File: src/common/memory_map_pkg.sv
package memory_map_pkg;

    // Transmitter window, every offset maps to the one data/status register
    localparam logic [31:0] uart_tx_offset = 32'hF000_0000;
    localparam logic [31:0] uart_tx_end    = 32'hF000_000F;

    // Receiver window
    localparam logic [31:0] uart_rx_offset = 32'hF000_0010;
    localparam logic [31:0] uart_rx_end    = 32'hF000_001F;

    // Main memory is 1024 words of 32 bits (4096 bytes)
    localparam int memory_words     = 1024;
    localparam int memory_addr_bits = 10;   // Word index width, addr bits 11 to 2

    // UART bit period in clock cycles, kept short so frames simulate quickly
    localparam int clks_per_bit = 8;
    localparam int clk_cnt_bits = $clog2(clks_per_bit);

    // Decoded target of a bus address
    localparam logic [1:0] region_mem = 2'd0;
    localparam logic [1:0] region_tx  = 2'd1;
    localparam logic [1:0] region_rx  = 2'd2;

endpackage

File: src/uart/uart_tx.sv
module uart_tx (
    input  logic        clk,
    input  logic        rst,

    input  logic        cmd_start,
    input  logic        cmd_write,
    output logic        cmd_ready,

    input  logic [31:0] wdata,
    output logic [31:0] rdata,
    output logic        rdata_valid,

    output logic        uart_tx
);

    import memory_map_pkg::*;

    logic                    busy;       // Frame on the line
    logic [9:0]              tx_shift;   // Stop bit, data, start bit; bit 0 is on the line
    logic [clk_cnt_bits-1:0] clk_cnt;
    logic [3:0]              bit_idx;
    logic                    bit_done;

    assign bit_done = clk_cnt == clk_cnt_bits'(clks_per_bit - 1);

    // Line idles high between frames
    assign uart_tx = busy ? tx_shift[0] : 1'b1;

    // Not ready while a frame is sent or a status read is returned
    assign cmd_ready = !busy && !rdata_valid;

    always_ff @(posedge clk) begin
        if (rst) begin
            busy        <= 1'b0;
            clk_cnt     <= '0;
            bit_idx     <= '0;
            rdata_valid <= 1'b0;
        end else begin
            rdata_valid <= cmd_start && !cmd_write;
            if (cmd_start && cmd_write) begin
                busy    <= 1'b1;
                clk_cnt <= '0;
                bit_idx <= '0;
            end else if (busy) begin
                if (bit_done) begin
                    clk_cnt <= '0;
                    if (bit_idx == 4'd9) begin
                        busy <= 1'b0;  // Stop bit has ended
                    end else begin
                        bit_idx <= bit_idx + 4'd1;
                    end
                end else begin
                    clk_cnt <= clk_cnt + 1'b1;
                end
            end
        end
    end

    // Frame data and status word
    always_ff @(posedge clk) begin
        if (cmd_start && cmd_write) begin
            tx_shift <= {1'b1, wdata[7:0], 1'b0};
        end else if (busy && bit_done) begin
            tx_shift <= {1'b1, tx_shift[9:1]};  // LSB first
        end
        if (cmd_start && !cmd_write) begin
            rdata <= {31'd0, busy};
        end
    end

endmodule

File: config.mk
export PLATFORM = sky130hd
export DESIGN_NAME = uart_tx
export DESIGN_NICKNAME = d
export VERILOG_FILES = /design/src/common/memory_map_pkg.sv /design/src/uart/uart_tx.sv
export SDC_FILE = /design/constraint.sdc
export NUM_CORES = 1
export LEC_CHECK = 0
export BUFFER_PORTS_ARGS = -buffer_cell sky130_fd_sc_hd__buf_2
export CAP_MARGIN = 15
export CORE_MARGIN = 8
export CORE_UTILIZATION = 37
export CTS_CLUSTER_SIZE = 30
export DETAILED_ROUTE_END_ITERATION = 8
export PLACE_DENSITY = 0.84
export RECOVER_POWER = 50
export SETUP_SLACK_MARGIN = 0.2
export SYNTH_ARGS = -nofsm -noshare
export SYNTH_HDL_FRONTEND = slang
export SYNTH_SLANG_ARGS = --single-unit
File: constraint.sdc
create_clock -name clk -period 1.4 [get_ports clk]
set_input_delay 0.07 -clock clk [delete_from_list [all_inputs] [get_ports clk]]
set_output_delay 0.07 -clock clk [all_outputs]
set_load 0.05 [all_outputs]
# Word-level counts from Yosys, hierarchy flattened
# Cells that the tools add are included.
# totals
ff_bits	19
latch_bits	0
ramBits	0
romBits	0
input_bits	36
out_inout_bits	35
elab_cells	30
mem_count	0
# classes
addsub	2
n_mul	0
div	0
magnitude_cmp	0
n_eq_ne	2
shift	0
mux	8
bitwise	1
reduce_logical	10
# op_table
cell	count
2-to-1 mux 9 bit	2
2-to-1 mux 1 bit	5
adder 4 x 1 -> 4 bit (second input constant)	1
equality test 4 bit (second input constant)	1
logical AND 1 bit	4
adder 3 x 1 -> 3 bit (second input constant)	1
equality test 3 bit (second input constant)	1
zero test 1 bit	3
2-to-1 mux 3 bit	1
AND reduction 3 bit	1
nonzero test 2 bit	1
OR reduction 2 bit	1
inverter 1 bit	1

# Logic depth before layout (Yosys ltp)
# Gate-level depths: netlist of the first run.
# depth
ltp_word	5
mapped_depth	5
mapped_depth_nobuf	5

# Least setup slack after synthesis of the first run
# OpenSTA, ideal clock, no wires.
# synth_timing
kind	register to register
from	register clk_cnt[0]
to	register bit_idx[1]
setup_time_ps	59
arrival_time_ps	1339
required_time_ps	1341
path_slack_ps	1
path_stages_with_launch	6
path_buffers	0
synth_period_minus_slack_ps	1399
cell_sequence	dfxtp_1 -> ha_1 -> ha_1 -> nand2_1 -> or4_1 -> nand2_1
# synth_between
elab_chain_len	2
# synth_lines
item	line	source
from (decl)	uart_tx.sv:20	logic [clk_cnt_bits-1:0] clk_cnt;
from (signal assigned)	uart_tx.sv:53	clk_cnt <= clk_cnt + 1'b1;
equality test 3 bit	uart_tx.sv:24	assign bit_done = clk_cnt == clk_cnt_bits'(clks_per_bit - 1);
AND reduction 3 bit (no line)	--	
to (signal assigned)	uart_tx.sv:50	bit_idx <= bit_idx + 4'd1;
to (decl)	uart_tx.sv:21	logic [3:0] bit_idx;
# No other way between the ends.
# A chain may end at the register's enable or synchronous reset.

# Final worst setup path of the first run
# layout_timing
from	register bit_idx[0]
to	register bit_idx[1]
# layout_between
elab_chain_len	3
word_cells_on_any_way	4
cone_classes	1 x add/sub; 1 x eq/ne; 1 x bitwise; 1 x reduce/logical
# layout_lines
item
branches (longest 3 deep; another with adder 4 x 1 -> 4 bit)
# Parallel ways; which one is timed is not known.

==> impl_results.md, run 1 <==
- Clock Latency Late Sink: 0.30 ns
- Sequential share of the synthesized area: 43.5%
- Status: finished, final reports clean
- WL met2: ~1.1 mm
- Worst Hold End: tx_shift[4]
- Leading area contributor after synthesis: edfxtp_1
- Relative slew margins: 59.7%
- Slack of the critical path: 0.0561 ns
- EDFF count, synth: 9
- Clock skew: about 0.0044 ns
- CP Launch Type: flip-flop
- Initial antenna violation count: 0
- CP arrival: between 1.5 and 2 ns
- CP top delay family: simple AND/OR/NAND/NOR gates
- Lkg Pwr: 0.000545 uW
- Clk slew on worst S/H paths: approximately 0.11 ns
- Routed vias/inst: approximately 4.6
- Global-route wire length before repair: between 3 and 4 mm
- Ys Warns: 0
- Endpoints failing hold: 0
- DP HPWL: 1.56 mm
- Area of the mapped netlist: approximately 1100 sq um
- Root buf cell: clkbuf_4
- WHS: 0.0673 ns
- CTS sink count: 19
- Gpl congestion: roughly 0.86
- Crit-path cells: ha_2 > and3b_4 > or4_1 > nand2_1
- Final core occ: 45.1%
- Yosys cell types: 24
- Worst EP required: roughly 1.7 ns
- Part of the power in registers: roughly half
- Cells after synthesis: between 100 and 150
- Global route overflow: 0
- Max VDD drop: 628 uV
- Rows: 19
- Synth Flop Type: dfxtp_1
- Worst-path maximum fanout: 5
- Starting DRT DRC Count: 45
- Vias: ~770
- Crit-path slowest cell: or4_1
- Post-route clock period utilization: between 90 and 100%
- Worst R2R End: bit_idx[1]
- P&R area growth vs syn: 15.0%
- Number of synthesized register bits: 19
- Critical Path Sink Type: flip-flop
- Sw Ratio: about 36%
- Largest net degree at the start of global routing: 12
- Logic pwr share: 25.2%
- Max cap viols: 0
- Fin area: ~1200 sq um
- Antenna-violating nets left: 0
- Max incr delay on CP: between 0.4 and 0.5 ns
- Pins Over Slew Limit: 0
- Synth top area cells: edfxtp_1 25%, buf_4 22%, dfxtp_1 18%, ha_1 5.8%, a22o_1 5.7%
- Fin crit period: ~1.3 ns
- RSZ-0062 raised after global routing: yes
- R2R Setup Slk: ~0.056 ns
- TNS Setup: 0 ns
- Tightest Pin Transition: 0.608 ns
- DRT met1 WL: 845 microns
- Detailed Route WL: ~2.2 mm
- Area after DPL: 1120 sq um
- Vias in the first global route: between 700 and 800
- Top layer in use: met4
- Die Area: 4910 sq um
- WS Path Type: flip-flop to flip-flop
- DR WL/cell: 13.1 microns
- Clock buffer depth: 2
- # port buffers: 15
- Detailed-router iteration count before antenna repair: 4
- HP Start: wdata[3]
- Core Footprint: between 2000 and 3000 sq um
- Die Y: about 70 microns
- Tot GR Track Use: under 10%
- Nets@finish: 176
- Setup-failing EPs final: 0
- Reg2Reg Depth: 4
- Hold depth: 2
- FFs w/ async S/R, synth: 0%
- I/O pins: 71
- Worst slack at placement: -0.0276 ns
- Die Wd: 70.1 microns
- Clock network fraction of total power: 23.4%
- Num CTS Buffers: 3
- Met3 routed WL: 206 microns
- # diodes: 0
- CTS tree: done
- Worst Path Buf+Inv: 0
- NetSw: between 400 and 500 uW
- Area share of the largest cell type after synthesis: 25.0%
- Layout cells sized above 1: ~29%
- Fmax achieved: approximately 740 MHz
- Critical R2R Launch: bit_idx[0]
- Worst hold path type: primary input to flip-flop
- CTS H-tree lvls: 1
- P per Cell Area: 948 nW/um^2
- Residual DRC: 0
- Initial core utilization: 39.2%
- Syn_area_per_cell: 10.0 sq um
- Internal power: 753 uW
## state kept, by name, summed over array words and instances (netlist names)
name,flops
tx_shift,9
bit_idx,4
clk_cnt,3
busy,1
rdata,1
rdata_valid,1
## power by group through the flow
stage          Combinational [uW]  Sequential, uW  Clock [uW]
2_1_floorplan                 307             625           0
6_report                      297             606         276
5_1_grt                       313             608         309
3_5_place_dp                  283             620           0
3_3_place_gp                  281             618           0
4_1_cts                       292             607         275
## area by class of cell
class / instances / area, sq um
sequential: 19 / 478
timing repair buffer: 25 / 148
clock buffer: 4 / 26.3
multi-input combinational: 85 / 551
fill: 249 / 1510
inverter: 1 / 3.75
tap: 31 / 38.8
## layer usage
metal	GRT usage (%)	vias to the layer above
met5	0	-
met4	4.24	0
met3	4.52	4
met2	14.4	40
met1	8.64	355
li1	-	368
## cells in the final DEF, fill, tap and decap left out
cell and n:
conb_1 31, buf_2 9, buf_4 9, edfxtp_1 9, a22o_1 7, dfxtp_1 6
nand2_1 5, nor2_1 5, clkbuf_1 5, a21oi_1 4, mux2i_1 3, ha_4 3
dfxtp_2 3, clkbuf_4 3, nand2_4 2, nor2_2 2, nand2b_1 2, nor2b_1 2
o21ai_0 2, nand3_1 2, or3_1 2, a21oi_2 2, clkbuf_2 2, and2_1 1
inv_1 1, and3b_4 1, a311oi_1 1, a21o_1 1, o21ai_1 1, nand3_2 1
o211ai_1 1, or4_1 1, nand3b_1 1, ha_2 1, ha_1 1, dfxtp_4 1
dlygate4sd3_1 1
## metrics by stage
step / std cells / power (uW)
2_1_floorplan: 138 / 932
6_report: 165 / 1180
4_1_cts: 162 / 1170
3_5_place_dp: 153 / 903
3_3_place_gp: 153 / 899
5_1_grt: 165 / 1230
## how the worst max path moves through the flow
stage | start | end | slack [ns] | cells after the start
after CTS | bit_idx[0] | bit_idx[1] | 0.06 | 4
after detailed placement | clk_cnt[0] | tx_shift[1] | -0.03 | 5
after global routing | clk_cnt[1] | bit_idx[1] | 0.002 | 5
after floorplan | clk_cnt[1] | bit_idx[1] | 0.11 | 5
after global placement | clk_cnt[1] | tx_shift[5] | 0.009 | 5
final | bit_idx[0] | bit_idx[1] | 0.06 | 4
## cells in the mapped netlist (3+ instances only)
cell type and count:
edfxtp_1 9, nand3_1 3, ha_1 5, buf_4 31, a22o_1 7, dfxtp_1 10
nand2_1 7, nor2_1 7, a21oi_1 6, mux2i_1 3, o21ai_0 3
## cells by family (layout without fill, tap and decap cells)
logic type	Yosys count	count (layout)	share of synthesized area (%)
buffers and inverters	34	30	22.8
and+or+nand+nor	27	27	12.8
AOI/OAI and AO/OA	19	19	12.0
DFF	19	19	43.5
adders and majority gates	5	5	5.78
muxes	3	3	2.77
other	1	31	0.346
## what timing repair did
item	CTS	global route
resized for setup	8	6
setup buffers	4	3
hold endpoints to repair	2	0
gates cloned	0	0
endpoints found under the setup margin	20	20
hold buffers	1	0
pin swaps	4	3
(Power assumes the default switching activity.)
==> run 2, diff against run 1 <==
CELL_PAD_IN_SITES_DETAIL_PLACEMENT = 0   (was default)
CELL_PAD_IN_SITES_GLOBAL_PLACEMENT = 1   (was default)
CORE_UTILIZATION = 26   (was 37)
PLACE_DENSITY = 0.83   (was 0.84)
==> run 2 against run 1 <==
Non-clock buffer count is 2 lower; total power up 7.1%; cell count increased by 10%; fmax up 0.75%; largest cell class unchanged; first-iteration DRC count shrank 47%.
==> impl_results.md, run 2 (synthesis results as in run 1) <==
- Status: finished, final reports clean
- I/O pins: 71 (unchanged)
- Area after DPL: 1160 sq um (+2.8%)
- Detailed-router iteration count before antenna repair: 2 (-2)
- Root buf cell: clkbuf_8
- Gpl congestion: 0.708 (-17%)
- P&R area growth vs syn: 18.4%
- DR WL/cell: 11.0 microns (-16%)
- Pins Over Slew Limit: 0 (unchanged)
- Cell mode on critical path: ha_4
- Starting DRT DRC Count: 24 (-47%)
- Worst hold path type: primary input to flip-flop
- Crit-path cells: ha_4 > ha_4 > nand2_4 > or4_1 > nand2_1
- Max VDD drop: 295 uV (-53%)
- CP arrival: 1.53 ns (-0.06 ns)
- Post-route clock period utilization: 95.3% (-0.71 points)
- Commonest non-fill, non-tap cell in the layout: conb_1
- DP HPWL: 1.53 mm (-2.2%)
- Post-CTS Hold Buffers: 0 (-1)
- Fin area: 1280 sq um (+2.9%)
- Initial core utilization: 27.1% (-12 points)
- Tot GR Track Use: 5.98% (-2.7 points)
- Fmax achieved: 750 MHz (+0.75%)
- CTS H-tree lvls: 1 (unchanged)
- Antenna-violating nets left: 0 (unchanged)
- Initial antenna violation count: 0 (unchanged)
- Layout cells sized above 1: 29.5% (+0.44 points)
- Largest net degree at the start of global routing: 12 (unchanged)
- Die Y: 80.5 microns (+15%)
- CP top delay family: simple AND/OR/NAND/NOR gates
- Clk slew on worst S/H paths: 0.07 ns (-0.04 ns)
- Vias: 719 (-6.3%)
- CP Launch Type: flip-flop
- Die Area: 6480 sq um (+32%)
- # port buffers: 15 (unchanged)
- Routed vias/inst: 3.95 (-15%)
- # diodes: 0 (unchanged)
- Worst-path maximum fanout: 7 (+2)
- Critical Path Sink Type: flip-flop
- Worst EP required: 1.60 ns (-0.05 ns)
- Nets@finish: 174 (-1.1%)
- Clock Latency Late Sink: 0.25 ns (-0.05 ns)
- Clock buffer depth: 2 (unchanged)
- Final core occ: 32.0% (-13 points)
- Most frequent cells in the layout: 31 x conb_1, 10 x buf_2, 9 x edfxtp_1, 7 x a22o_1, 6 x buf_4
- Tightest Pin Transition: 0.606 ns (-0.00197 ns)
- Worst Path Buf+Inv: 0 (unchanged)
- Max incr delay on CP: 0.50 ns (+0.04 ns)
- Clock skew: 0.00242 ns (-0.00200 ns)
- Detailed Route WL: 2.01 mm (-7.0%)
- Rows: 23 (+4)
- WP depth: 5 (+1)
- Endpoints failing hold: 0 (unchanged)
- Relative slew margins: 59.8% (+0.13 points)
- Reg with most FFs: tx_shift
- Die Wd: 80.5 microns (+15%)
- Lkg Pwr: 0.000548 uW (+0.53%)
- CTS tree: done
- Core Footprint: 4000 sq um (+45%)
- Fin crit period: 1.33 ns (-0.00996 ns)
- Global-route wire length before repair: 3.14 mm (-11%)
- Max cap viols: 0 (unchanged)
- Max reg flops: 9 (unchanged)
- Global route overflow: 0 (unchanged)
- RSZ-0062 raised after global routing: yes
- Setup-failing EPs final: 0 (unchanged)
- WS Path Type: flip-flop to flip-flop
- CTS sink count: 19 (unchanged)
- Hold depth: 2 (unchanged)
- Post-layout power: 1260 uW (+7.1%)
- Reg2Reg Depth: 5 (+1)
- Residual DRC: 0 (unchanged)
- Crit-path slowest cell: or4_1
- Vias in the first global route: 716 (-10%)
- Top Registers: tx_shift: 9 flops, bit_idx: 4 flops, clk_cnt: 3 flops
- Num CTS Buffers: 3 (unchanged)
- P per Cell Area: 986 nW/um^2 (+4.1%)
- R2R Setup Slk: 0.07 ns (about the same)
run 2: changes by cell type in the layout (fill, tap and decap cells not counted), moves of 2 or more:
cell      delta
buf_6        +2
clkbuf_8     +3
dfxtp_2      +2
clkbuf_4     -3
buf_4        -3
run 2: layout make-up:
cell class	count	area (sq um)
multi-input combinational	85	554
tap	50	62.6
sequential	19	477
clock buffer	4	45.0
fill	412	2720
timing repair buffer	23	139
inverter	1	3.75
run 2: path summary, 6_finish.rpt:
path | end | start
min | rdata_valid | rst
min reg2reg | tx_shift[0] | tx_shift[0]
max reg2reg | bit_idx[1] | clk_cnt[1]
max | bit_idx[1] | clk_cnt[1]
run 2: metrics by stage:
| stage | hold WS [ns] | setup WS, ns | instances | TNS, ns |
|---|---|---|---|---|
| global route | 0.0308 | 0.000562 | 182 | 0 |
| global placement | 0.290 | -0.0299 | 173 | -0.0500 |
| detailed placement | 0.293 | -0.0578 | 173 | -0.273 |
| floorplan | 0.142 | 0.114 | 138 | 0 |
| finish | 0.0280 | 0.0661 | 182 | 0 |
| CTS | 0.0204 | 0.0507 | 179 | 0 |
run 2: per-layer routing:
metal  wire length, microns  vias up  GRT usage, %
met2                    940       29          9.14
met3                    149        5          2.34
li1                       -      361             -
met5                      0        -             0
met4                     27        0          2.18
met1                    890      324          7.36
run 2: report_power, final:
group	internal, uW	leakage, uW	switching, uW	total [uW]
clock network	202	0.0000228	166	368
logic	38.8	0.000351	249	288
registers	598	0.000174	9.45	607
total	839	0.000548	425	1260
run 2: repair_timing:
action	in CTS	in global routing
pin swaps	4	6
buffers inserted	2	3
resized for setup	3	10
endpoints found under the setup margin	20	23
