## config.mk

```make
export PLATFORM = sky130hd
export DESIGN_NAME = uart_rx
export DESIGN_NICKNAME = d
export VERILOG_FILES = /design/src/common/memory_map_pkg.sv /design/src/uart/uart_rx.sv
export SDC_FILE = /design/constraint.sdc
export NUM_CORES = 1
export LEC_CHECK = 0
export ABC_AREA = 1
export ABC_CLOCK_PERIOD_IN_PS = 1900
export CORE_UTILIZATION = 55
export CTS_CLUSTER_SIZE = 20
export DETAILED_ROUTE_END_ITERATION = 8
export DONT_BUFFER_PORTS = 1
export PLACE_DENSITY = 0.7
export SKIP_LAST_GASP = 1
export SYNTH_ARGS = -nofsm -noshare
export SYNTH_HDL_FRONTEND = slang
export SYNTH_SLANG_ARGS = --single-unit
```

## constraint.sdc

```tcl
create_clock -name clk -period 1.9 [get_ports clk]
set_input_delay 0.38 -clock clk [delete_from_list [all_inputs] [get_ports clk]]
set_output_delay 0.38 -clock clk [all_outputs]
set_load 0.005 [all_outputs]
```

## src/common/memory_map_pkg.sv

```systemverilog
package memory_map_pkg;

    // Transmitter window, every offset maps to the one data/status register
    localparam logic [31:0] uart_tx_offset = 32'hF000_0000;
    localparam logic [31:0] uart_tx_end    = 32'hF000_000F;

    // Receiver window
    localparam logic [31:0] uart_rx_offset = 32'hF000_0010;
    localparam logic [31:0] uart_rx_end    = 32'hF000_001F;

    // Main memory is 1024 words of 32 bits (4096 bytes)
    localparam int memory_words     = 1024;
    localparam int memory_addr_bits = 10;   // Word index width, addr bits 11 to 2

    // UART bit period in clock cycles, kept short so frames simulate quickly
    localparam int clks_per_bit = 8;
    localparam int clk_cnt_bits = $clog2(clks_per_bit);

    // Decoded target of a bus address
    localparam logic [1:0] region_mem = 2'd0;
    localparam logic [1:0] region_tx  = 2'd1;
    localparam logic [1:0] region_rx  = 2'd2;

endpackage

```

## src/uart/uart_rx.sv

```systemverilog
module uart_rx (
    input  logic        clk,
    input  logic        rst,

    input  logic        cmd_start,
    input  logic        cmd_write,
    output logic        cmd_ready,

    output logic [31:0] rdata,
    output logic        rdata_valid,

    input  logic        uart_rx
);

    import memory_map_pkg::*;

    logic                    rx_meta;
    logic                    rx_sync;
    logic                    rx_active;   // Frame being received
    logic [clk_cnt_bits-1:0] clk_cnt;
    logic [3:0]              bit_idx;     // 0 is the start bit, 9 the stop bit
    logic                    sample;
    logic [7:0]              rx_shift;
    logic [7:0]              rx_byte;
    logic                    rx_valid;
    logic                    rd_accept;

    assign sample    = rx_active && clk_cnt == clk_cnt_bits'(clks_per_bit / 2 - 1);
    assign rd_accept = cmd_start && !cmd_write;

    // Writes are dropped, so only a read makes the block busy
    assign cmd_ready = !rdata_valid;

    always_ff @(posedge clk) begin
        if (rst) begin
            rx_meta     <= 1'b1;
            rx_sync     <= 1'b1;
            rx_active   <= 1'b0;
            clk_cnt     <= '0;
            bit_idx     <= '0;
            rx_valid    <= 1'b0;
            rdata_valid <= 1'b0;
        end else begin
            rx_meta     <= uart_rx;
            rx_sync     <= rx_meta;
            rdata_valid <= rd_accept;

            if (rd_accept) begin
                rx_valid <= 1'b0;
            end

            if (!rx_active) begin
                if (!rx_sync) begin
                    // Falling edge, sampling starts half a bit from here
                    rx_active <= 1'b1;
                    clk_cnt   <= '0;
                    bit_idx   <= '0;
                end
            end else begin
                clk_cnt <= (clk_cnt == clk_cnt_bits'(clks_per_bit - 1)) ? '0 : clk_cnt + 1'b1;
                if (sample) begin
                    bit_idx <= bit_idx + 4'd1;
                    if (bit_idx == 4'd0 && rx_sync) begin
                        rx_active <= 1'b0;  // Glitch, not a real start bit
                    end else if (bit_idx == 4'd9) begin
                        rx_active <= 1'b0;
                        if (rx_sync) begin
                            rx_valid <= 1'b1;  // Wins over a read clear in the same cycle
                        end
                    end
                end
            end
        end
    end

    always_ff @(posedge clk) begin
        if (sample && bit_idx >= 4'd1 && bit_idx <= 4'd8) begin
            rx_shift <= {rx_sync, rx_shift[7:1]};
        end
        if (sample && bit_idx == 4'd9 && rx_sync) begin
            rx_byte <= rx_shift;  // A newer byte replaces an unread one
        end
        if (rd_accept) begin
            rdata <= {23'd0, rx_valid, rx_byte};
        end
    end

endmodule

```

After elaboration in Yosys (flattened, before gate mapping)
Cells that the tools add are included.
{"block": "op_classes", "order_cmp": 2, "n_mux": 17, "reduce_logical": 11, "n_addsub": 2, "n_eq_ne": 5}
{"op": "2-to-1 mux 4 bit", "n": 3}
{"op": "2-to-1 mux 1 bit", "n": 11}
{"op": "2-to-1 mux 3 bit", "n": 3}
{"op": "logical AND 1 bit", "n": 7}
{"op": "adder 4 x 1 -> 4 bit (second input constant)", "n": 1}
{"op": "equality test 4 bit (second input constant)", "n": 1}
{"op": ">= comparator 4 x 1 -> 1 bit (second input constant)", "n": 1}
{"op": "less-or-equal comparator 4 bit (second input constant)", "n": 1}
{"op": "logical NOT 4 bit", "n": 1}
{"op": "inequality test 2 x 1 -> 1 bit (second input constant)", "n": 2}
{"op": "adder 3 x 1 -> 3 bit (second input constant)", "n": 1}
{"op": "equality test 3 x 2 -> 1 bit (second input constant)", "n": 1}
{"op": "equality test 3 bit (second input constant)", "n": 1}
{"op": "logical NOT 1 bit", "n": 2}
{"op": "AND reduction 2 bit", "n": 1}
{"block": "totals", "wordCells": 47, "out_inout_bits": 34, "ff_bits": 37, "input_bits": 5}

Logic depth before layout (Yosys ltp)
Gate-level depths: netlist (run 1).
{"block": "logic_depth", "ltp_word": 8, "depth_mapped": 7, "ltp_nobuf": 7}

Worst setup path before layout (run 1)
No wires, ideal clock.
{"block": "synth_timing", "path_kind": "flip-flop to flip-flop", "from": "register clk_cnt[0]", "to": "register rx_shift[0] (enable)", "n_path_buf": 0, "setup_time_ps": 370, "slack_ps": 263, "arrival_time_ps": 1266, "synth_period_minus_slack_ps": 1637, "required_time_ps": 1530, "stages_incl_launch_ff": 7, "cell_sequence": "dfxtp_1 > ha_1 > ha_1 > nand2_2 > clkinv_2 > o21ai_0 > nor2_1"}
{"block": "synth_via", "elab_chain_len": 4}
{"item": "start: declaration", "line": "uart_rx.sv:20", "text": "logic [clk_cnt_bits-1:0] clk_cnt;"}
{"item": "start signal: assignment", "line": "uart_rx.sv:60", "text": "clk_cnt <= (clk_cnt == clk_cnt_bits'(clks_per_bit - 1)) ? '0 : clk_cnt + 1'b1;"}
{"item": "equality test 3 x 2 -> 1 bit", "line": "uart_rx.sv:28", "text": "assign sample = rx_active && clk_cnt == clk_cnt_bits'(clks_per_bit / 2 - 1);"}
{"item": "logical AND 1 bit", "line": "uart_rx.sv:28"}
{"item": "logical AND 1 bit (2 in series)", "line": "uart_rx.sv:77", "text": "if (sample && bit_idx >= 4'd1 && bit_idx <= 4'd8) begin"}
{"item": "end signal: assignment", "line": "uart_rx.sv:78", "text": "rx_shift <= {rx_sync, rx_shift[7:1]};"}
{"item": "end: declaration", "line": "uart_rx.sv:23", "text": "logic [7:0] rx_shift;"}
No other way between the ends.
A chain may end at the register's enable or synchronous reset.

Final worst setup path (run 1)
{"block": "layout_timing", "from": "register clk_cnt[0]", "to": "register rx_byte[0] (enable)"}
{"block": "layout_via", "elab_chain_len": 4}
{"item": "equality test 3 x 2 -> 1 bit", "line": "uart_rx.sv:28"}
{"item": "logical AND 1 bit", "line": "uart_rx.sv:28"}
{"item": "logical AND 1 bit (2 in series)", "line": "uart_rx.sv:80", "text": "if (sample && bit_idx == 4'd9 && rx_sync) begin"}
{"item": "end signal: assignment", "line": "uart_rx.sv:81", "text": "rx_byte <= rx_shift;"}
{"item": "end: declaration", "line": "uart_rx.sv:24", "text": "logic [7:0] rx_byte;"}
No other way between the ends.

==> flow_summary.toml, run 1 <==
[layout]
final.fill_count = 199
seq_area_um2 = 991
postLayoutCellArea_um2 = 1570
layout.cells.non_filler = 166
fin_nets = 146
utilization_pct = 61.8
num_antenna_cells = 0
multi_input_area_um2 = 383
area_growth_syn_to_layout_pct = 3.55
drive_gt1_share_pct = 10.3

[cts]
h-tree-depth = 2
cts_setup_buffers = 0
numCtsBuffers = 5
cts_num_sinks = 37
clock_latency_ns = 0.33
clockBufferDepth = 2
ctsRootBufferMaster = "clkbuf_4"
cts.clk_slew.worst_paths_ns = 0.10
cts_tree = "yes"
postCtsHoldBufs = 0
ctsResizeCount = 0

[worst_setup_path]
reg2reg_to = "rx_byte[0]$_DFFE_PP_"
cp-end-kind = "flip-flop"
crit_path_max_fanout = 8
startpoint_type = "flip-flop"
required_ns = 1.92
reg2reg_slack_ns = 0.30
critPathSlowestCell = "dfxtp_1"
crit_top_cell = "ha_1"
worstSetupPathType = "reg2reg"
reg2reg_depth = 6
worstPathCellList = "ha_1, ha_1, nand2_2, nor2_1, nand3_1, inv_1"
cpPeakStageDelay_ns = 0.37
worstReg2RegStart = "clk_cnt[0]$_SDFFE_PP0P_"
arrival_ns = 1.61

[pwr]
p_seq_share_pct = 55.8
ir_worst_vdd_v = 0.000661
p_int_mw = 1.27
power_density_nw_per_um2 = 985
p_sw_mw = 0.276
p_comb_share_pct = 1.9
switching_share_pct = 17.8
p_leak_nw = 0.620
p_clk_share_pct = 42.3
total_power_mw = 1.55

[timing]
finalCritPeriodShare_pct = 84.0
slew_violations = 0
setup_viol = 0
tns_ns = 0
relSlewSlack_pct = 53.1
timing.hold.ws_ns = 0.102
setup_ws_ns = 0.303
fin_crit_ns = 1.60
fmax_ghz = 0.626
hold_viol = 0
fin_skew_ns = 0.0125
tightest_slew_ns = 0.701
rsz0062_at_grt = "no"

[synth]
ys_top_cells_by_area = "edfxtp_1 (49%), dfxtp_1 (16%), buf_4 (11%), ha_1 (4.9%), inv_1 (3.0%)"
synthMuxAreaShare_pct = 0
synth_edf_count = 25
synth_compound_area_share_pct = 3.96
synth_cell_type_count = 18
async_flop_share_pct = 0
synth_warnings = 0
synthAdderAreaFrac_pct = 4.95
synth_top_cell_by_area = "edfxtp_1"
synth_top_family_by_area = "buffers and inverters"
synth_top_flop_cell = "edfxtp_1"
synth-xor-area-share_pct = 0
netlist_area_um2 = 1520
syn_area_per_cell_um2 = 11.8
ys_seq_area_share_pct = 65.3
synth_seq_cells = 37
yosys.area.top_type_share_pct = 49.5
synth_common_cells = "edfxtp_1 (25), buf_4 (23), dfxtp_1 (12), inv_1 (12), nor2_1 (11)"
syn_inst = 129
yosys.area_share.simple_pct = 10.6
synthMostInstantiatedCell = "edfxtp_1"

[hold_path]
whs_path_depth = 1
hp-start = "rst"
hold-path-endpoint = "clk_cnt[0]$_SDFFE_PP0P_"
hold_class = "in2reg"

[grt]
grt_max_degree = 13
grt_pass1_vias = 627
grtUsageTotal_pct = 14.2
gr-total-overflow = 0
grt_pass1_wl_um = 2770
antenna_found_initial = 0

[die]
dieWidth_um = 54.5
die_h_um = 54.5
initial_core_util_pct = 59.6
core_um2 = 2540
die_area_um2 = 2970
io_pins = 39
rows = 18

[route]
drtIter0Drc = 29
drt_wl_total_um = 1780
postRouteAntennaNets = 0
wl_per_cell_um = 10.7
avgViaCountPerCell = 4.80
drcViolationCount = 0
dr_total_vias = 797
dr.pass1.iters = 4

[status]
status = "completed"

[placement]
dp_hpwl_um = 1310
io_buffers = 0
place_ws_ns = 0.341
place.gp.congestion = 0.772
place_inst = 158
place_area_um2 = 1470

[job]
drv_cap = 0
==> sequential cells by signal (all words and copies together), names as in the netlist <==
register     count
bit_idx          4
clk_cnt          3
rdata            9
rdata_valid      1
rx_active        1
rx_byte          8
rx_meta          1
rx_shift         8
rx_sync          1
rx_valid         1
==> cells by family after synthesis <==
kind of cell             after synthesis
buffers and inverters                 37
flip-flops                            37
AND/OR/NAND/NOR                       36
AO/OA/AOI/OAI                         12
adder cells (fa/ha/maj)                6
other                                  1
==> power groups by stage <==
stage	clock network [mW]	registers, mW	logic (mW)
after CTS	0.665	0.864	0.0286
after global placement	0	0.882	0.0277
after detailed placement	0	0.882	0.0287
after global routing	0.698	0.865	0.0353
final	0.655	0.863	0.0297
after floorplan	0	0.881	0.0619
==> cells in the final DEF (no fill, tap or decap), drive strengths merged <==
master,synthesis,routed
edfxtp,25,25
or2,3,3
nor2,11,11
a21oi,7,7
ha,6,6
clkbuf,1,5
nand3,6,6
nor3,3,3
o21ai,5,5
bufinv,0,2
clkinv,1,2
dfxtp,12,12
buf,23,1
inv,12,12
and2,1,1
nand2,12,12
conb,1,23
==> metal layers <==
metal,GRT usage [%],wire [um]
met1,16.8,789
met2,21.3,842
met3,5.00,117
met4,10.3,32
met5,0,0
==> worst max path at each step <==
| stage | from | slack (ns) | cells past startpoint | end |
|---|---|---|---|---|
| 6_report | clk_cnt[0]$_SDFFE_PP0P_ | 0.30 | 6 | rx_byte[0]$_DFFE_PP_ |
| 5_1_grt | clk_cnt[0]$_SDFFE_PP0P_ | 0.15 | 6 | rx_byte[0]$_DFFE_PP_ |
| 4_1_cts | clk_cnt[0]$_SDFFE_PP0P_ | 0.30 | 6 | rx_byte[0]$_DFFE_PP_ |
| 3_5_place_dp | clk_cnt[0]$_SDFFE_PP0P_ | 0.34 | 6 | rx_byte[4]$_DFFE_PP_ |
| 3_3_place_gp | clk_cnt[0]$_SDFFE_PP0P_ | 0.39 | 6 | rx_byte[4]$_DFFE_PP_ |
| 2_1_floorplan | clk_cnt[0]$_SDFFE_PP0P_ | 0.26 | 6 | rx_shift[0]$_DFFE_PP_ |
==> critical path, delay by kind of cell, from the launching register on <==
family	cells	cell delay, ns
adder cells (fa/ha/maj)	2	0.36
buffers and inverters	1	0.23
flip-flops	1	0.37
AND/OR/NAND/NOR	3	0.33
==> cell type report <==
| class | instances | area share, % |
|---|---|---|
| clock buffers | 5 | 2.39 |
| clock inverters | 3 | 4.14 |
| inverters | 13 | 3.18 |
| multi-input cells | 77 | 24.4 |
| flip-flops and latches | 37 | 63.1 |
| well taps | 30 | 2.39 |
| repair buffers | 1 | 0.478 |
No activity file was read; power rests on OpenSTA's default activity.
==> run 2, diff against run 1 <==
Settings changed: ABC_CLOCK_PERIOD_IN_PS 1900 to 1500.
Clock period 1.9 ns to 1.5 ns, I/O delays scaled along.
==> flow_summary.toml, run 2 (same netlist as run 1, synthesis figures left out) <==
[route]
postRouteAntennaNets = 0
wl_per_cell_um = 12.0
drt_wl_total_um = 2070
avgViaCountPerCell = 4.81
dr_total_vias = 827
drtIter0Drc = 27
drcViolationCount = 0
dr.pass1.iters = 5

[grt]
grt_pass1_vias = 698
gr-total-overflow = 0
grt_pass1_wl_um = 3140
antenna_found_initial = 0
grtUsageTotal_pct = 16.4
grt_max_degree = 14

[timing]
slew_violations = 0
fin_skew_ns = 0.0125
rsz0062_at_grt = "no"
finalCritPeriodShare_pct = 97.5
setup_viol = 0
hold_viol = 0
fmax_ghz = 0.684
fin_crit_ns = 1.46

[placement]
place_inst = 161
dp_hpwl_um = 1360
place_area_um2 = 1500
io_buffers = 0
place.gp.congestion = 0.811

[job]
drv_cap = 0

[layout]
fin_nets = 152
final_cell_mix = "edfxtp_1 (25), conb_1 (23), inv_1 (11)"
drive_gt1_share_pct = 16.2
area_growth_syn_to_layout_pct = 4.95
largestRegisters = "rdata (9), rx_byte (8), rx_shift (8)"
layout_commonest_cell = "edfxtp_1"
seq_area_um2 = 995
postLayoutCellArea_um2 = 1590
top_register = "rdata"
final.fill_count = 206
largest_reg_flops = 9
multi_input_area_um2 = 388
num_antenna_cells = 0
layout.cells.non_filler = 172

[worst_setup_path]
cp-end-kind = "flip-flop"
required_ns = 1.55
crit_path_max_fanout = 8
reg2reg_slack_ns = 0.04
startpoint_type = "flip-flop"
worstSetupPathType = "reg2reg"
arrival_ns = 1.52
reg2reg_to = "rx_byte[3]$_DFFE_PP_"
worstReg2RegStart = "clk_cnt[0]$_SDFFE_PP0P_"
reg2reg_depth = 6

[die]
core_um2 = 2540
initial_core_util_pct = 59.6
die_area_um2 = 2970
io_pins = 39
die_h_um = 54.5
rows = 18
dieWidth_um = 54.5

[cts]
clock_latency_ns = 0.35
cts.clk_slew.worst_paths_ns = 0.12
cts_num_sinks = 37
ctsRootBufferMaster = "clkbuf_4"
numCtsBuffers = 5
clockBufferDepth = 2
cts_tree = "yes"
h-tree-depth = 2

[pwr]
total_power_mw = 1.68
power_density_nw_per_um2 = 1050
ir_worst_vdd_v = 0.000956
p_leak_nw = 0.619

[hold_path]
hold_class = "in2reg"
hold-path-endpoint = "rx_sync$_SDFF_PP1_"
whs_path_depth = 1
hp-start = "rst"

[status]
status = "completed"
## run 2: routing by layer
layer	vias to the layer above	global-route usage, %	wire, um
li1	402	-	-
met1	368	19.8	915
met2	52	24.2	938
met3	5	8.61	191
met4	0	7.69	24
met5	-	0	0
## run 2: metrics by stage
stage	utilization [%]	TNS (ns)	setup slack, ns	hold WS [ns]
5_1_grt	62.6	0	0.00373	0.0332
4_1_cts	61.5	0	0.0419	0.000503
3_3_place_gp	58.8	0	0.0454	0.373
3_5_place_dp	58.8	-0.116	-0.0147	0.373
2_1_floorplan	-	0	0.00401	0.379
6_report	62.6	0	0.0377	0.0509
## run 2: area by class of cell
type                    count  area share (%)
well taps                  30            2.36
clock inverters             3            1.34
clock buffers               5            2.36
repair buffers              7            4.01
inverters                  13            3.14
multi-input cells          77            24.4
flip-flops and latches     37            62.5
## run 2: how the worst max path moves through the flow
stage,endpoint,depth (start not counted),start
after floorplan,rx_shift[0]$_DFFE_PP_,6,clk_cnt[0]$_SDFFE_PP0P_
after detailed placement,rx_byte[3]$_DFFE_PP_,6,clk_cnt[0]$_SDFFE_PP0P_
after global placement,rx_byte[2]$_DFFE_PP_,6,clk_cnt[0]$_SDFFE_PP0P_
after CTS,rx_shift[0]$_DFFE_PP_,7,clk_cnt[0]$_SDFFE_PP0P_
final,rx_byte[3]$_DFFE_PP_,6,clk_cnt[0]$_SDFFE_PP0P_
after global routing,rx_byte[3]$_DFFE_PP_,6,clk_cnt[0]$_SDFFE_PP0P_
## run 2: critical path: stages, from the launching register on
cell	delay, ns
dfxtp_2	0.36
ha_2	0.18
ha_1	0.16
nand2_2	0.07
nor2_1	0.11
nand3_1	0.12
inv_2	0.16
## run 2: repair_timing
action / 4_1_cts / 5_1_grt
setup buffers: 0 / 0
pin swaps: 0 / 0
endpoints found under the hold margin: 4 / 2
gates resized for setup: 1 / 4
setup endpoints to repair: 8 / 16
hold buffers: 1 / 2
## run 2: where the power goes
part / switching (mW) / internal [mW]
logic: 0.0338 / 0.0150
registers: 0.00634 / 1.09
clock network: 0.347 / 0.185
