**src/common/memory_map_pkg.sv**
```systemverilog
package memory_map_pkg;

    // Transmitter window, every offset maps to the one data/status register
    localparam logic [31:0] uart_tx_offset = 32'hF000_0000;
    localparam logic [31:0] uart_tx_end    = 32'hF000_000F;

    // Receiver window
    localparam logic [31:0] uart_rx_offset = 32'hF000_0010;
    localparam logic [31:0] uart_rx_end    = 32'hF000_001F;

    // Main memory is 1024 words of 32 bits (4096 bytes)
    localparam int memory_words     = 1024;
    localparam int memory_addr_bits = 10;   // Word index width, addr bits 11 to 2

    // UART bit period in clock cycles, kept short so frames simulate quickly
    localparam int clks_per_bit = 8;
    localparam int clk_cnt_bits = $clog2(clks_per_bit);

    // Decoded target of a bus address
    localparam logic [1:0] region_mem = 2'd0;
    localparam logic [1:0] region_tx  = 2'd1;
    localparam logic [1:0] region_rx  = 2'd2;

endpackage

```
**src/rtl/memory_map_controller.sv**
```systemverilog
module memory_map_controller (
    input  logic        clk,
    input  logic        rst,

    input  logic        cmd_start,
    input  logic        cmd_write,
    output logic        cmd_ready,
    input  logic [31:0] addr,
    input  logic [31:0] wdata,
    output logic [31:0] rdata,
    output logic        rdata_valid,

    output logic        mem_start,
    output logic        mem_write,
    output logic [31:0] mem_addr,
    output logic [31:0] mem_wdata,
    input  logic        mem_ready,
    input  logic        mem_rdata_valid,
    input  logic [31:0] mem_rdata,

    output logic        tx_start,
    output logic        tx_write,
    output logic [31:0] tx_wdata,
    input  logic        tx_ready,
    input  logic        tx_rdata_valid,
    input  logic [31:0] tx_rdata,

    output logic        rx_start,
    output logic        rx_write,
    input  logic        rx_ready,
    input  logic        rx_rdata_valid,
    input  logic [31:0] rx_rdata
);

    import memory_map_pkg::*;

    logic [1:0] sel_region;    // Region of the current addr
    logic [1:0] held_region;   // Region of the access in flight
    logic       access_active;
    logic [1:0] resp_region;

    always_comb begin
        if (addr >= uart_tx_offset && addr <= uart_tx_end) begin
            sel_region = region_tx;
        end else if (addr >= uart_rx_offset && addr <= uart_rx_end) begin
            sel_region = region_rx;
        end else begin
            sel_region = region_mem;  // Everything else is main memory
        end
    end

    // Only the decoded target sees the command
    assign mem_start = cmd_start && sel_region == region_mem;
    assign mem_write = cmd_write && sel_region == region_mem;
    assign tx_start  = cmd_start && sel_region == region_tx;
    assign tx_write  = cmd_write && sel_region == region_tx;
    assign rx_start  = cmd_start && sel_region == region_rx;
    assign rx_write  = cmd_write && sel_region == region_rx;

    assign mem_addr  = addr;  // Default region is not rebased
    assign mem_wdata = wdata;
    assign tx_wdata  = wdata;

    assign resp_region = access_active ? held_region : sel_region;

    always_comb begin
        case (resp_region)
            region_tx: begin
                cmd_ready   = tx_ready;
                rdata       = tx_rdata;
                rdata_valid = tx_rdata_valid;
            end
            region_rx: begin
                cmd_ready   = rx_ready;
                rdata       = rx_rdata;
                rdata_valid = rx_rdata_valid;
            end
            default: begin
                cmd_ready   = mem_ready;
                rdata       = mem_rdata;
                rdata_valid = mem_rdata_valid;
            end
        endcase
    end

    // Hold the region until the target is ready again or has answered the read
    always_ff @(posedge clk) begin
        if (rst) begin
            access_active <= 1'b0;
            held_region   <= region_mem;
        end else if (cmd_start) begin
            access_active <= 1'b1;
            held_region   <= sel_region;
        end else if (access_active && (cmd_ready || rdata_valid)) begin
            access_active <= 1'b0;
        end
    end

endmodule

```
**config.mk**
```make
export PLATFORM = sky130hd
export DESIGN_NAME = memory_map_controller
export DESIGN_NICKNAME = d
export VERILOG_FILES = /design/src/common/memory_map_pkg.sv /design/src/rtl/memory_map_controller.sv
export SDC_FILE = /design/constraint.sdc
export NUM_CORES = 1
export LEC_CHECK = 0
export BUFFER_PORTS_ARGS = -buffer_cell sky130_fd_sc_hd__clkbuf_2
export CAP_MARGIN = 20
export CORE_AREA = 10 10 110 112
export CTS_BUF_LIST = sky130_fd_sc_hd__clkbuf_4
export DETAILED_ROUTE_END_ITERATION = 7
export DIE_AREA = 0 0 120 122
export SLEW_MARGIN = 10
export SYNTH_ARGS = -nofsm -noshare
export SYNTH_HDL_FRONTEND = slang
export SYNTH_SLANG_ARGS = --single-unit
export TNS_END_PERCENT = 1
```
**constraint.sdc**
```tcl
create_clock -name clk -period 7.3 [get_ports clk]
set_input_delay 1.46 -clock clk [delete_from_list [all_inputs] [get_ports clk]]
set_output_delay 1.46 -clock clk [all_outputs]
set_load 0.02 [all_outputs]
```
## Word-level counts from Yosys, hierarchy flattened

Cells that the tools add are included.

- Bits in registers: 3
- Input bits: 170
- Word-level logic and storage cells: 30

- Order comparisons: 4
- Equality and inequality tests: 4
- Mux-type cells: 8
- Reductions and logical operators: 12

Operators by type and width:

| kind | number |
|---|---|
| >= comparator 32 bit (second input constant) | 2 |
| <= comparator 32 bit (second input constant) | 2 |
| case mux 32 bit (2 select lines) | 1 |
| logical AND 1 bit | 9 |
| two-way mux 2 bit | 3 |
| equality test 2 x 1 -> 1 bit (second input constant) | 2 |
| equality test 2 bit (second input constant) | 2 |
| case mux 1 bit (2 select lines) | 2 |
| logical NOT 2 bit | 1 |
| two-way mux 1 bit | 2 |
| nonzero test 2 bit | 1 |
| logical OR 1 bit | 1 |

## Longest topological paths before layout

Gate-level depths: netlist (run 1).

- Word-level depth: 11
- Mapped depth: 9

## Least setup slack after synthesis (run 1)

Ideal clock, no wire load.

- Path type: input-to-output
- Start point: input port addr[22]
- End point: output port rdata[0]
- Arrival time: 3.589 ns
- Data required time: 5.840 ns
- Setup slack: 2.251 ns
- Cell stages on the path: 9
- Cell sequence: nor4b_2 > nand4_1 > buf_6 > o41ai_2 > ha_1 > clkbuf_1 > clkbuf_1 > a22oi_1 > o21ai_0

- Cells in the longest elaborated chain, start to end: 7

RTL lines:

| element | RTL line | text |
|---|---|---|
| from (decl) | memory_map_controller.sv:8 | `input logic [31:0] addr,` |
| >= comparator 32 bit or <= comparator 32 bit (tied branches) | memory_map_controller.sv:45 | `end else if (addr >= uart_rx_offset && addr <= uart_rx_end) begin` |
| logical AND 1 bit | memory_map_controller.sv:45 |  |
| two-way mux 2 bit | memory_map_controller.sv:45 |  |
| two-way mux 2 bit (*) | memory_map_controller.sv:43 | `if (addr >= uart_tx_offset && addr <= uart_tx_end) begin` |
| two-way mux 2 bit (*) | memory_map_controller.sv:64 | `assign resp_region = access_active ? held_region : sel_region;` |
| equality test 2 bit or equality test 2 x 1 -> 1 bit (tied branches) | memory_map_controller.sv:67 | `case (resp_region)` |
| case mux 32 bit (2 select lines) (*) | memory_map_controller.sv:67 |  |
| to (decl) | memory_map_controller.sv:10 | `output logic [31:0] rdata,` |

Mark *: on every way between the ends. The rest lies on a longest branch, timed or not.

## Worst setup path after layout (run 1)

- Start point: input port addr[22]
- End point: output port rdata[5]

Same word-level chain as after synthesis.

==> results.sh, run 1 <==
export IMPL_run_status="finished, final reports clean"
export IMPL_placeableCoreArea_um2=10000
export IMPL_finalClockSkew_ns=0.00359
export IMPL_cts_buffer_count=3
export IMPL_maxSlewViolCount=0
export IMPL_resized_cells_post_cts=0
export IMPL_setup_tns_ns=0
export IMPL_synth_compound_gate_area_share_pct=31.7
export IMPL_last_weighted_congestion_value_of_the_routability_driven_placer=0.928
export IMPL_portion_of_the_clock_cycle_consumed_by_the_worst_path_in_the_final_layout_pct=81.3
export IMPL_final_core_util_pct=21.3
export IMPL_grt_start_max_net_pins=69
export IMPL_dieArea_um2=14600
export IMPL_clockPowerShare_pct=22.0
export IMPL_main_combinational_cell_family_by_area_after_synthesis="buffers and inverters"
export IMPL_h_tree_depth=1
export IMPL_setup_bufs_post_cts=0
export IMPL_path_clk_slew_ns=0.04
export IMPL_n_antenna_cell=0
export IMPL_globalRoute_totalOverflow=0
export IMPL_power_density_nw_per_um2=68.2
export IMPL_finalSetupViolCount=0
export IMPL_synthesized_area_fraction_occupied_by_adder_cells_pct=1.47
export IMPL_maxCapViolations=0
export IMPL_synthMuxAreaShare_pct=0
export IMPL_dp_hpwl_um=7950
export IMPL_routed_via_count=2063
export IMPL_final_nets=520
export IMPL_route_antenna_remaining_nets=0
export IMPL_fin_crit_ns=5.93
export IMPL_synth_cell_type_count=23
export IMPL_maxClockFrequency_ghz=0.169
export IMPL_drc_errors=0
export IMPL_synth_xor_area_share_pct=0
export IMPL_mappedNetlistNets=425
export IMPL_syn_instance_count=253
export IMPL_peakVddDrop_uv=18.0
export IMPL_final_hold_violating_endpoints=0
export IMPL_placement_rows=37
export IMPL_worst_setup_path_startpoint="addr[22]"
export IMPL_power_report_internal_total_mw=0.0836
export IMPL_grt_pass1_vias=2255
export IMPL_clock_tree_buffer_depth=2
export IMPL_pwr_share_seq_pct=12.1
export IMPL_yosys_warnings=0
export IMPL_critical_path_endpoint_category="output pin"
export IMPL_clock_root_buffer="sky130_fd_sc_hd__clkbuf_4"
export IMPL_total_global_route_track_usage_pct=10.8
export IMPL_port_buffers=201
export IMPL_number_of_vias_per_cell=4.27
export IMPL_synthesis_area_um2=1700
export IMPL_maxSlewHeadroom_pct=52.6
export IMPL_avgSynthCellArea_um2=6.73
export IMPL_synth_top_area_cell="sky130_fd_sc_hd__buf_4"
export IMPL_tritoncts="yes"
export IMPL_critPathArrivalTime_ns=4.47
export IMPL_cts_num_sinks=3
export IMPL_worstHoldStart="held_region[0]$_SDFFE_PP0P_"
export IMPL_detail_routed_net_length_per_standard_cell_um=18.3
export IMPL_regToRegStartpoint="access_active$_SDFFE_PP0P_"
export IMPL_synthToLayoutAreaGrowth_pct=25.8
export IMPL_power_switching_mw=0.0625
export IMPL_timing_worst_slew_pin_value_ns=0.710
export IMPL_postSynthRegisterBits=3
export IMPL_die_h_um=122
export IMPL_rsz0062_at_grt="no"
export IMPL_maximum_fanout_along_the_worst_path=19
export IMPL_clkLatencyLatePin_ns=0.23
export IMPL_yosysTopAreaCellShare_pct=42.8
export IMPL_static_power_due_to_leakage_nw=1.19
export IMPL_die_x_um=120
export IMPL_antenna_violations_before_repair=0
export IMPL_i_o_pin_count=306
export IMPL_detail_route_iter0_violations=64
export IMPL_postCtsHoldBufs=0
export IMPL_worst_setup_path_type="in2out"
export IMPL_post_route_cells_drive_above_1_share_pct=62.0
export IMPL_initial_core_util_pct=17.0
export IMPL_critPathLaunchType="input pin"
export IMPL_worstHoldPathType="reg2reg"
export IMPL_p_comb_share_pct=65.9
export IMPL_synth_yosys_seq_area_share_pct=3.53
export IMPL_power_share_switching_pct=42.8
export IMPL_synth_area_top_cells="sky130_fd_sc_hd__buf_4 (43%), sky130_fd_sc_hd__a22oi_1 (15%), sky130_fd_sc_hd__o21ai_0 (10%)"
export IMPL_totalWireLength_um=8840
export IMPL_worst_endpoint_required_ns=5.84
export IMPL_synth_simple_area_share_pct=15.6
export IMPL_detailedRoute_firstPassIterationCount=4
export IMPL_global_route_wire_length_before_repair_um=12700
## per-layer routing
layer,vias to the layer above,track usage (%),share of wire (%)
met4,0,2.26,1.0
met1,884,9.68,32
met5,-,0,0
met2,182,20.4,53
met3,6,6.38,14
li1,991,-,-
## stage by stage
stage	hold slack [ns]	total power, mW	worst slack, ns	cells	area (um2)
finish	0.486	0.146	1.37	483	2140
global route	0.501	0.157	0.997	483	2140
CTS	0.485	0.149	1.29	482	2120
detailed placement	0.479	0.115	1.31	478	2090
global placement	0.473	0.114	1.40	478	2090
floorplan	0.449	0.120	2.25	253	1700
## synth_stat cells
cell                       number
sky130_fd_sc_hd__nand2_1       39
sky130_fd_sc_hd__nand4_1        2
sky130_fd_sc_hd__clkbuf_1      14
sky130_fd_sc_hd__nor2_1         1
sky130_fd_sc_hd__o41ai_4        1
sky130_fd_sc_hd__nor4_1         4
sky130_fd_sc_hd__ha_1           2
sky130_fd_sc_hd__nand3_1        2
sky130_fd_sc_hd__o21ai_0       34
sky130_fd_sc_hd__inv_1          4
sky130_fd_sc_hd__buf_6          1
sky130_fd_sc_hd__nor3_1         1
sky130_fd_sc_hd__buf_4         97
sky130_fd_sc_hd__o41ai_2        2
sky130_fd_sc_hd__o21a_1         2
sky130_fd_sc_hd__nor4bb_1       1
sky130_fd_sc_hd__buf_2          1
sky130_fd_sc_hd__o41a_1         2
sky130_fd_sc_hd__o32ai_1        2
sky130_fd_sc_hd__nor4_2         3
sky130_fd_sc_hd__nor4b_2        1
sky130_fd_sc_hd__dfxtp_1        3
sky130_fd_sc_hd__a22oi_1       34
## final cells by class
| cell class | instances | area [um2] |
|---|---|---|
| tap | 136 | 170 |
| fill | 1165 | 7900 |
| inverter | 4 | 15.0 |
| sequential | 3 | 60.1 |
| clock buffer | 4 | 30.0 |
| timing repair buffer | 203 | 1030 |
| multi-input combinational | 133 | 833 |
## placed cells by master (no fill, tap or decap), drive strengths merged, types with 3 or more instances in the layout
cell and n:
o41ai 3, dfxtp 3, clkbuf 205, a22oi 34
nand2 39, nor4 7, inv 4, o21ai 34
## power by group through the flow
stage / sequential, mW / combinational (mW) / clock (mW)
3_3_place_gp: 0.0178 / 0.0962 / 0
4_1_cts: 0.0176 / 0.0976 / 0.0336
2_1_floorplan: 0.0177 / 0.102 / 0
6_report: 0.0176 / 0.0963 / 0.0322
3_5_place_dp: 0.0179 / 0.0972 / 0
5_1_grt: 0.0177 / 0.105 / 0.0343
## kinds of logic after synthesis
family / after synthesis
buffers and inverters: 117
DFF: 3
and+or+nand+nor: 54
adders and majority gates: 2
AOI/OAI and AO/OA: 77
## sequential cells by signal, indices dropped and copies added, names as in the netlist
| signal | count |
|---|---|
| held_region | 2 |
| access_active | 1 |
## worst max-delay path: stages
cell and delay, ns:
sky130_fd_sc_hd__clkbuf_2 0.10, sky130_fd_sc_hd__nor4b_2 0.27, sky130_fd_sc_hd__nand4_1 0.52, sky130_fd_sc_hd__o41ai_2 0.46, sky130_fd_sc_hd__ha_1 0.67, sky130_fd_sc_hd__buf_4 0.36, sky130_fd_sc_hd__a22oi_1 0.09, sky130_fd_sc_hd__o21ai_0 0.30
sky130_fd_sc_hd__clkbuf_2 0.23
## worst paths after layout
| check | end | slack (ns) | cells after the start |
|---|---|---|---|
| hold reg to reg | held_region[0]$_SDFFE_PP0P_ | 0.49 | 2 |
| hold / removal | held_region[0]$_SDFFE_PP0P_ | 0.49 | 2 |
| setup reg to reg | access_active$_SDFFE_PP0P_ | 4.98 | 5 |
| setup / recovery | rdata[5] | 1.37 | 9 |
Power figures use the tool's default switching activity.
==> inputs of run 2 (changes only) <==
Clock period 7.3 ns to 6.17 ns, I/O delays scaled along.
==> run 2 against run 1 <==
  * Sequential cell count did not move
  * Global-route usage barely moved
  * Critical path type unchanged
  * Design area fell by 0.23%
  * Critical endpoint is now rdata_valid
  * Clock skew is 0.0012 ns lower
  * Register-to-register slack got worse by 1.2 ns
==> results.sh, run 2 (synthesized netlist as in run 1, its figures left out) <==
export IMPL_rsz0062_at_grt="no"
export IMPL_detailedRoute_firstPassIterationCount=4
export IMPL_final_nets=521
export IMPL_met3_usage_pct=6.61
export IMPL_globalRoute_totalOverflow=0
export IMPL_critPathLaunchType="input pin"
export IMPL_route_antenna_remaining_nets=0
export IMPL_regToRegStartpoint="access_active$_SDFFE_PP0P_"
export IMPL_setup_tns_ns=0
export IMPL_finalSetupViolCount=0
export IMPL_timing_worst_slew_pin_value_ns=0.706
export IMPL_maxSlewHeadroom_pct=52.9
export IMPL_total_power_mw=0.174
export IMPL_layout_common_cells="sky130_fd_sc_hd__clkbuf_2 (201), sky130_fd_sc_hd__nand2_1 (39), sky130_fd_sc_hd__a22oi_1 (34), sky130_fd_sc_hd__o21ai_0 (34)"
export IMPL_maxSlewViolCount=0
export IMPL_initial_core_util_pct=17.0
export IMPL_cts_num_sinks=3
export IMPL_reg2reg_to="access_active$_SDFFE_PP0P_"
export IMPL_dp_hpwl_um=7810
export IMPL_portion_of_the_clock_cycle_consumed_by_the_worst_path_in_the_final_layout_pct=88.4
export IMPL_largest_register_ffs=2
export IMPL_ff2ff_path_depth=5
export IMPL_total_global_route_track_usage_pct=10.7
export IMPL_h_tree_depth=1
export IMPL_maxCapViolations=0
export IMPL_maxClockFrequency_ghz=0.183
export IMPL_peakVddDrop_uv=26.3
export IMPL_final_core_util_pct=21.3
export IMPL_grt_start_max_net_pins=39
export IMPL_number_of_vias_per_cell=4.29
export IMPL_static_power_due_to_leakage_nw=1.18
export IMPL_worstHoldPathCells=2
export IMPL_fin_crit_ns=5.45
export IMPL_die_x_um=120
export IMPL_endpoint="rdata_valid"
export IMPL_tritoncts="yes"
export IMPL_last_weighted_congestion_value_of_the_routability_driven_placer=0.929
export IMPL_power_density_nw_per_um2=81.2
export IMPL_register_bank_with_the_most_flops="held_region"
export IMPL_placeableCoreArea_um2=10000
export IMPL_grt_busiest_layer="met2"
export IMPL_maximum_fanout_along_the_worst_path=34
export IMPL_post_route_cells_drive_above_1_share_pct=62.1
export IMPL_postCtsHoldBufs=0
export IMPL_critical_path_endpoint_category="output pin"
export IMPL_path_clk_slew_ns=0.03
export IMPL_globalRouteMet2Util_pct=20.0
export IMPL_clock_root_buffer="sky130_fd_sc_hd__clkbuf_4"
export IMPL_synthToLayoutAreaGrowth_pct=25.5
export IMPL_critPathArrivalTime_ns=4.22
export IMPL_antenna_violations_before_repair=0
export IMPL_run_status="finished, final reports clean"
export IMPL_grt_pass1_vias=2315
export IMPL_resized_cells_post_cts=0
export IMPL_finalClockSkew_ns=0.00238
export IMPL_cts_buffer_count=3
export IMPL_layout_commonest_cell="sky130_fd_sc_hd__clkbuf_2"
export IMPL_detail_route_iter0_violations=67
export IMPL_placement_cell_area_um2=2110
export IMPL_placement_rows=37
export IMPL_clkLatencyLatePin_ns=0.23
export IMPL_worst_endpoint_required_ns=4.94
export IMPL_global_route_wire_length_before_repair_um=12800
export IMPL_dieArea_um2=14600
export IMPL_use_met1_pct=9.95
export IMPL_worst_setup_path_type="in2out"
export IMPL_worst_setup_path_startpoint="addr[22]"
export IMPL_clock_tree_buffer_depth=2
export IMPL_i_o_pin_count=306
export IMPL_layout_cell_area_non_filler_um2=2140
export IMPL_routed_via_count=2078
export IMPL_port_buffers=201
export IMPL_largest_registers_in_the_final_layout="held_region x2, access_active x1"
export IMPL_totalWireLength_um=8770
export IMPL_final_hold_violating_endpoints=0
export IMPL_ff2ff_setup_slack_ns=3.78
export IMPL_drc_errors=0
export IMPL_detail_routed_net_length_per_standard_cell_um=18.1
export IMPL_worstHoldPathType="reg2reg"
export IMPL_n_antenna_cell=0
export IMPL_setup_bufs_post_cts=0
export IMPL_die_h_um=122
==> run 2: cell count changes in the layout (fill, tap and decap cells not counted), sizes merged <==
cell  change
buf       +1
==> run 2: critical path, stage by stage <==
cell and delay, ns:
sky130_fd_sc_hd__clkbuf_2 0.10, sky130_fd_sc_hd__nor4b_2 0.26, sky130_fd_sc_hd__nand4_1 0.53, sky130_fd_sc_hd__o41ai_2 0.47
sky130_fd_sc_hd__ha_2 0.70, sky130_fd_sc_hd__a22oi_1 0.26, sky130_fd_sc_hd__o21ai_0 0.38, sky130_fd_sc_hd__clkbuf_2 0.25
==> run 2: how the worst min path moves through the flow <==
stage          slack [ns]                          end                         from
6_report             0.47  held_region[0]$_SDFFE_PP0P_  held_region[0]$_SDFFE_PP0P_
5_1_grt              0.53  held_region[0]$_SDFFE_PP0P_  held_region[0]$_SDFFE_PP0P_
4_1_cts              0.48  held_region[0]$_SDFFE_PP0P_  held_region[0]$_SDFFE_PP0P_
3_5_place_dp         0.47  held_region[0]$_SDFFE_PP0P_  held_region[0]$_SDFFE_PP0P_
3_3_place_gp         0.47  held_region[0]$_SDFFE_PP0P_  held_region[0]$_SDFFE_PP0P_
2_1_floorplan        0.45  held_region[0]$_SDFFE_PP0P_  held_region[0]$_SDFFE_PP0P_
==> run 2: report_power, final <==
group	internal, mW	switching (mW)	leakage [nW]
Sequential	0.0199	0.000908	0.0245
Combinational	0.0503	0.0639	1.14
Clock	0.0286	0.00994	0.0184
Total	0.0989	0.0747	1.18
==> run 2: per-stage QoR <==
step	worst slack, ns	instances	hold WS [ns]
6_report	0.716	484	0.474
5_1_grt	0.287	484	0.534
4_1_cts	0.620	484	0.478
3_5_place_dp	0.625	480	0.472
3_3_place_gp	0.729	480	0.475
2_1_floorplan	1.57	253	0.449
==> run 2: area by class of cell <==
cell class / instances / area, um2
Fill cell: 1154 / 7910
Sequential cell: 3 / 60.1
Clock buffer: 4 / 30.0
Inverter: 4 / 15.0
Multi-Input combinational cell: 133 / 833
Timing Repair Buffer: 204 / 1030
Tap cell: 136 / 170
==> run 2: per-layer routing <==
metal	up-vias	routed length, um
met3	6	1310
li1	990	-
met5	-	0
met4	0	73
met1	898	2820
met2	184	4570
==> inputs of run 3 (changes only) <==
==> constraint.sdc (replaced) <==
create_clock -name clk -period 6.17 [get_ports clk]
set_input_delay 1.5425 -clock clk [delete_from_list [all_inputs] [get_ports clk]]
set_output_delay 1.5425 -clock clk [all_outputs]
set_load 0.02 [all_outputs]
==> run 3 against run 2 <==
  * Design area is 1.6% higher
  * Count of clock-buffer cells in the layout is the same
  * Power fell by 0.23%
  * Register-to-register slack improved by 0.37 ns
  * Global-route usage decreased by 0.10 points
  * Sequential power about the same
  * Setup slack worse by 0.028 ns
  * Critical path depth up 2
  * Die area unchanged
  * First-iteration DRC count fell by 13%
  * Combinational power about the same
  * Via count rose by 0.43%
  * Largest power group unchanged
==> results.sh, run 3 (synthesized netlist as in run 1, its figures left out) <==
export IMPL_setup_tns_ns=0
export IMPL_die_x_um=120
export IMPL_synthToLayoutAreaGrowth_pct=27.6
export IMPL_critical_path_endpoint_category="output pin"
export IMPL_port_buffers=201
export IMPL_layout_common_cells="sky130_fd_sc_hd__clkbuf_2 (201), sky130_fd_sc_hd__nand2_1 (39), sky130_fd_sc_hd__a22oi_1 (34), sky130_fd_sc_hd__o21ai_0 (34), sky130_fd_sc_hd__buf_4 (5)"
export IMPL_placement_rows=37
export IMPL_clock_tree_buffer_depth=2
export IMPL_clkLatencyLatePin_ns=0.23
export IMPL_final_hold_violating_endpoints=0
export IMPL_routed_via_count=2087
export IMPL_die_h_um=122
export IMPL_dieArea_um2=14600
export IMPL_path_clk_slew_ns=0.04
export IMPL_n_antenna_cell=0
export IMPL_post_route_cells_drive_above_1_share_pct=62.4
export IMPL_run_status="finished, final reports clean"
export IMPL_detailedRoute_firstPassIterationCount=4
export IMPL_number_of_vias_per_cell=4.29
export IMPL_dp_hpwl_um=7920
export IMPL_detail_route_iter0_violations=58
export IMPL_h_tree_depth=1
export IMPL_globalRoute_totalOverflow=0
export IMPL_peakVddDrop_uv=22.5
export IMPL_register_bank_with_the_most_flops="held_region"
export IMPL_critPathArrivalTime_ns=3.94
export IMPL_hold_ws_ns=0.479
export IMPL_largest_register_ffs=2
export IMPL_grt_start_max_net_pins=53
export IMPL_maxSlewViolCount=0
export IMPL_maxSlewHeadroom_pct=72.2
export IMPL_initial_core_util_pct=17.0
export IMPL_finalClockSkew_ns=0.00197
export IMPL_worst_endpoint_required_ns=4.63
export IMPL_final_core_util_pct=21.6
export IMPL_global_route_wire_length_before_repair_um=12600
export IMPL_timing_worst_slew_pin_value_ns=0.413
export IMPL_cts_num_sinks=3
export IMPL_portion_of_the_clock_cycle_consumed_by_the_worst_path_in_the_final_layout_pct=88.9
export IMPL_tritoncts="yes"
export IMPL_fin_crit_ns=5.48
export IMPL_total_global_route_track_usage_pct=10.6
export IMPL_layout_commonest_cell="sky130_fd_sc_hd__clkbuf_2"
export IMPL_final_nets=524
export IMPL_maximum_fanout_along_the_worst_path=19
export IMPL_worstHoldPathType="reg2reg"
export IMPL_route_antenna_remaining_nets=0
export IMPL_total_power_mw=0.173
export IMPL_layoutNonFillerInstCount=487
export IMPL_clock_root_buffer="sky130_fd_sc_hd__clkbuf_4"
export IMPL_postCtsHoldBufs=0
export IMPL_power_density_nw_per_um2=79.7
export IMPL_setup_bufs_post_cts=0
export IMPL_last_weighted_congestion_value_of_the_routability_driven_placer=0.941
export IMPL_i_o_pin_count=306
export IMPL_rsz0062_at_grt="no"
export IMPL_resized_cells_post_cts=0
export IMPL_drc_errors=0
export IMPL_antenna_violations_before_repair=0
export IMPL_detail_routed_net_length_per_standard_cell_um=17.9
export IMPL_critPathLaunchType="input pin"
export IMPL_largest_registers_in_the_final_layout="held_region x2, access_active x1"
export IMPL_static_power_due_to_leakage_nw=1.21
export IMPL_totalWireLength_um=8690
export IMPL_cts_buffer_count=3
export IMPL_worst_setup_path_type="in2out"
export IMPL_grt_pass1_vias=2183
export IMPL_post_place_cells=483
export IMPL_maxCapViolations=0
export IMPL_placeableCoreArea_um2=10000
export IMPL_maxClockFrequency_ghz=0.182
export IMPL_finalSetupViolCount=0
run 3: cell count changes in the layout (fill, tap and decap cells not counted), sizes merged:
cell / delta
buf: +3
run 3: area by class of cell:
cell class              count  area [um2]
fillers                  1159        7870
flip-flops and latches      3        60.1
clock buffers               4        30.0
multi-input cells         133         833
inverters                   4        15.0
repair buffers            207        1060
well taps                 136         170
run 3: where the power goes:
group / total (mW) / switching, mW / internal [mW]
clock: 0.0384 / 0.00981 / 0.0286
combinational: 0.114 / 0.0636 / 0.0504
sequential: 0.0208 / 0.000840 / 0.0200
run 3: path summary, 6_finish.rpt:
kind / depth (start not counted) / slack (ns) / startpoint / end
worst max register to register: 6 / 4.15 / access_active$_SDFFE_PP0P_ / access_active$_SDFFE_PP0P_
worst max-delay path: 10 / 0.69 / addr[25] / rdata[5]
worst min-delay path: 2 / 0.48 / held_region[0]$_SDFFE_PP0P_ / held_region[0]$_SDFFE_PP0P_
worst min register to register: 2 / 0.48 / held_region[0]$_SDFFE_PP0P_ / held_region[0]$_SDFFE_PP0P_
run 3: critical path: stages:
cell,delay (ns)
sky130_fd_sc_hd__clkbuf_2,0.09
sky130_fd_sc_hd__nor4_2,0.28
sky130_fd_sc_hd__nand4_1,0.14
sky130_fd_sc_hd__buf_4,0.21
sky130_fd_sc_hd__o41ai_2,0.30
sky130_fd_sc_hd__ha_2,0.47
sky130_fd_sc_hd__buf_4,0.31
sky130_fd_sc_hd__a22oi_1,0.12
sky130_fd_sc_hd__o21ai_0,0.23
sky130_fd_sc_hd__clkbuf_2,0.22
run 3: metal layers:
metal / wire length, um / GRT usage, % / vias to the layer above
li1: - / - / 992
met1: 2610 / 9.31 / 900
met2: 4610 / 19.8 / 191
met3: 1430 / 7.35 / 4
met4: 47 / 2.11 / 0
met5: 0 / 0 / -
run 3: per-stage QoR:
stage	instance area (um2)	setup WS, ns
final	2170	0.688
after global routing	2170	0.403
after CTS	2170	0.653
after detailed placement	2140	0.667
after global placement	2140	0.700
after floorplan	1700	0.956
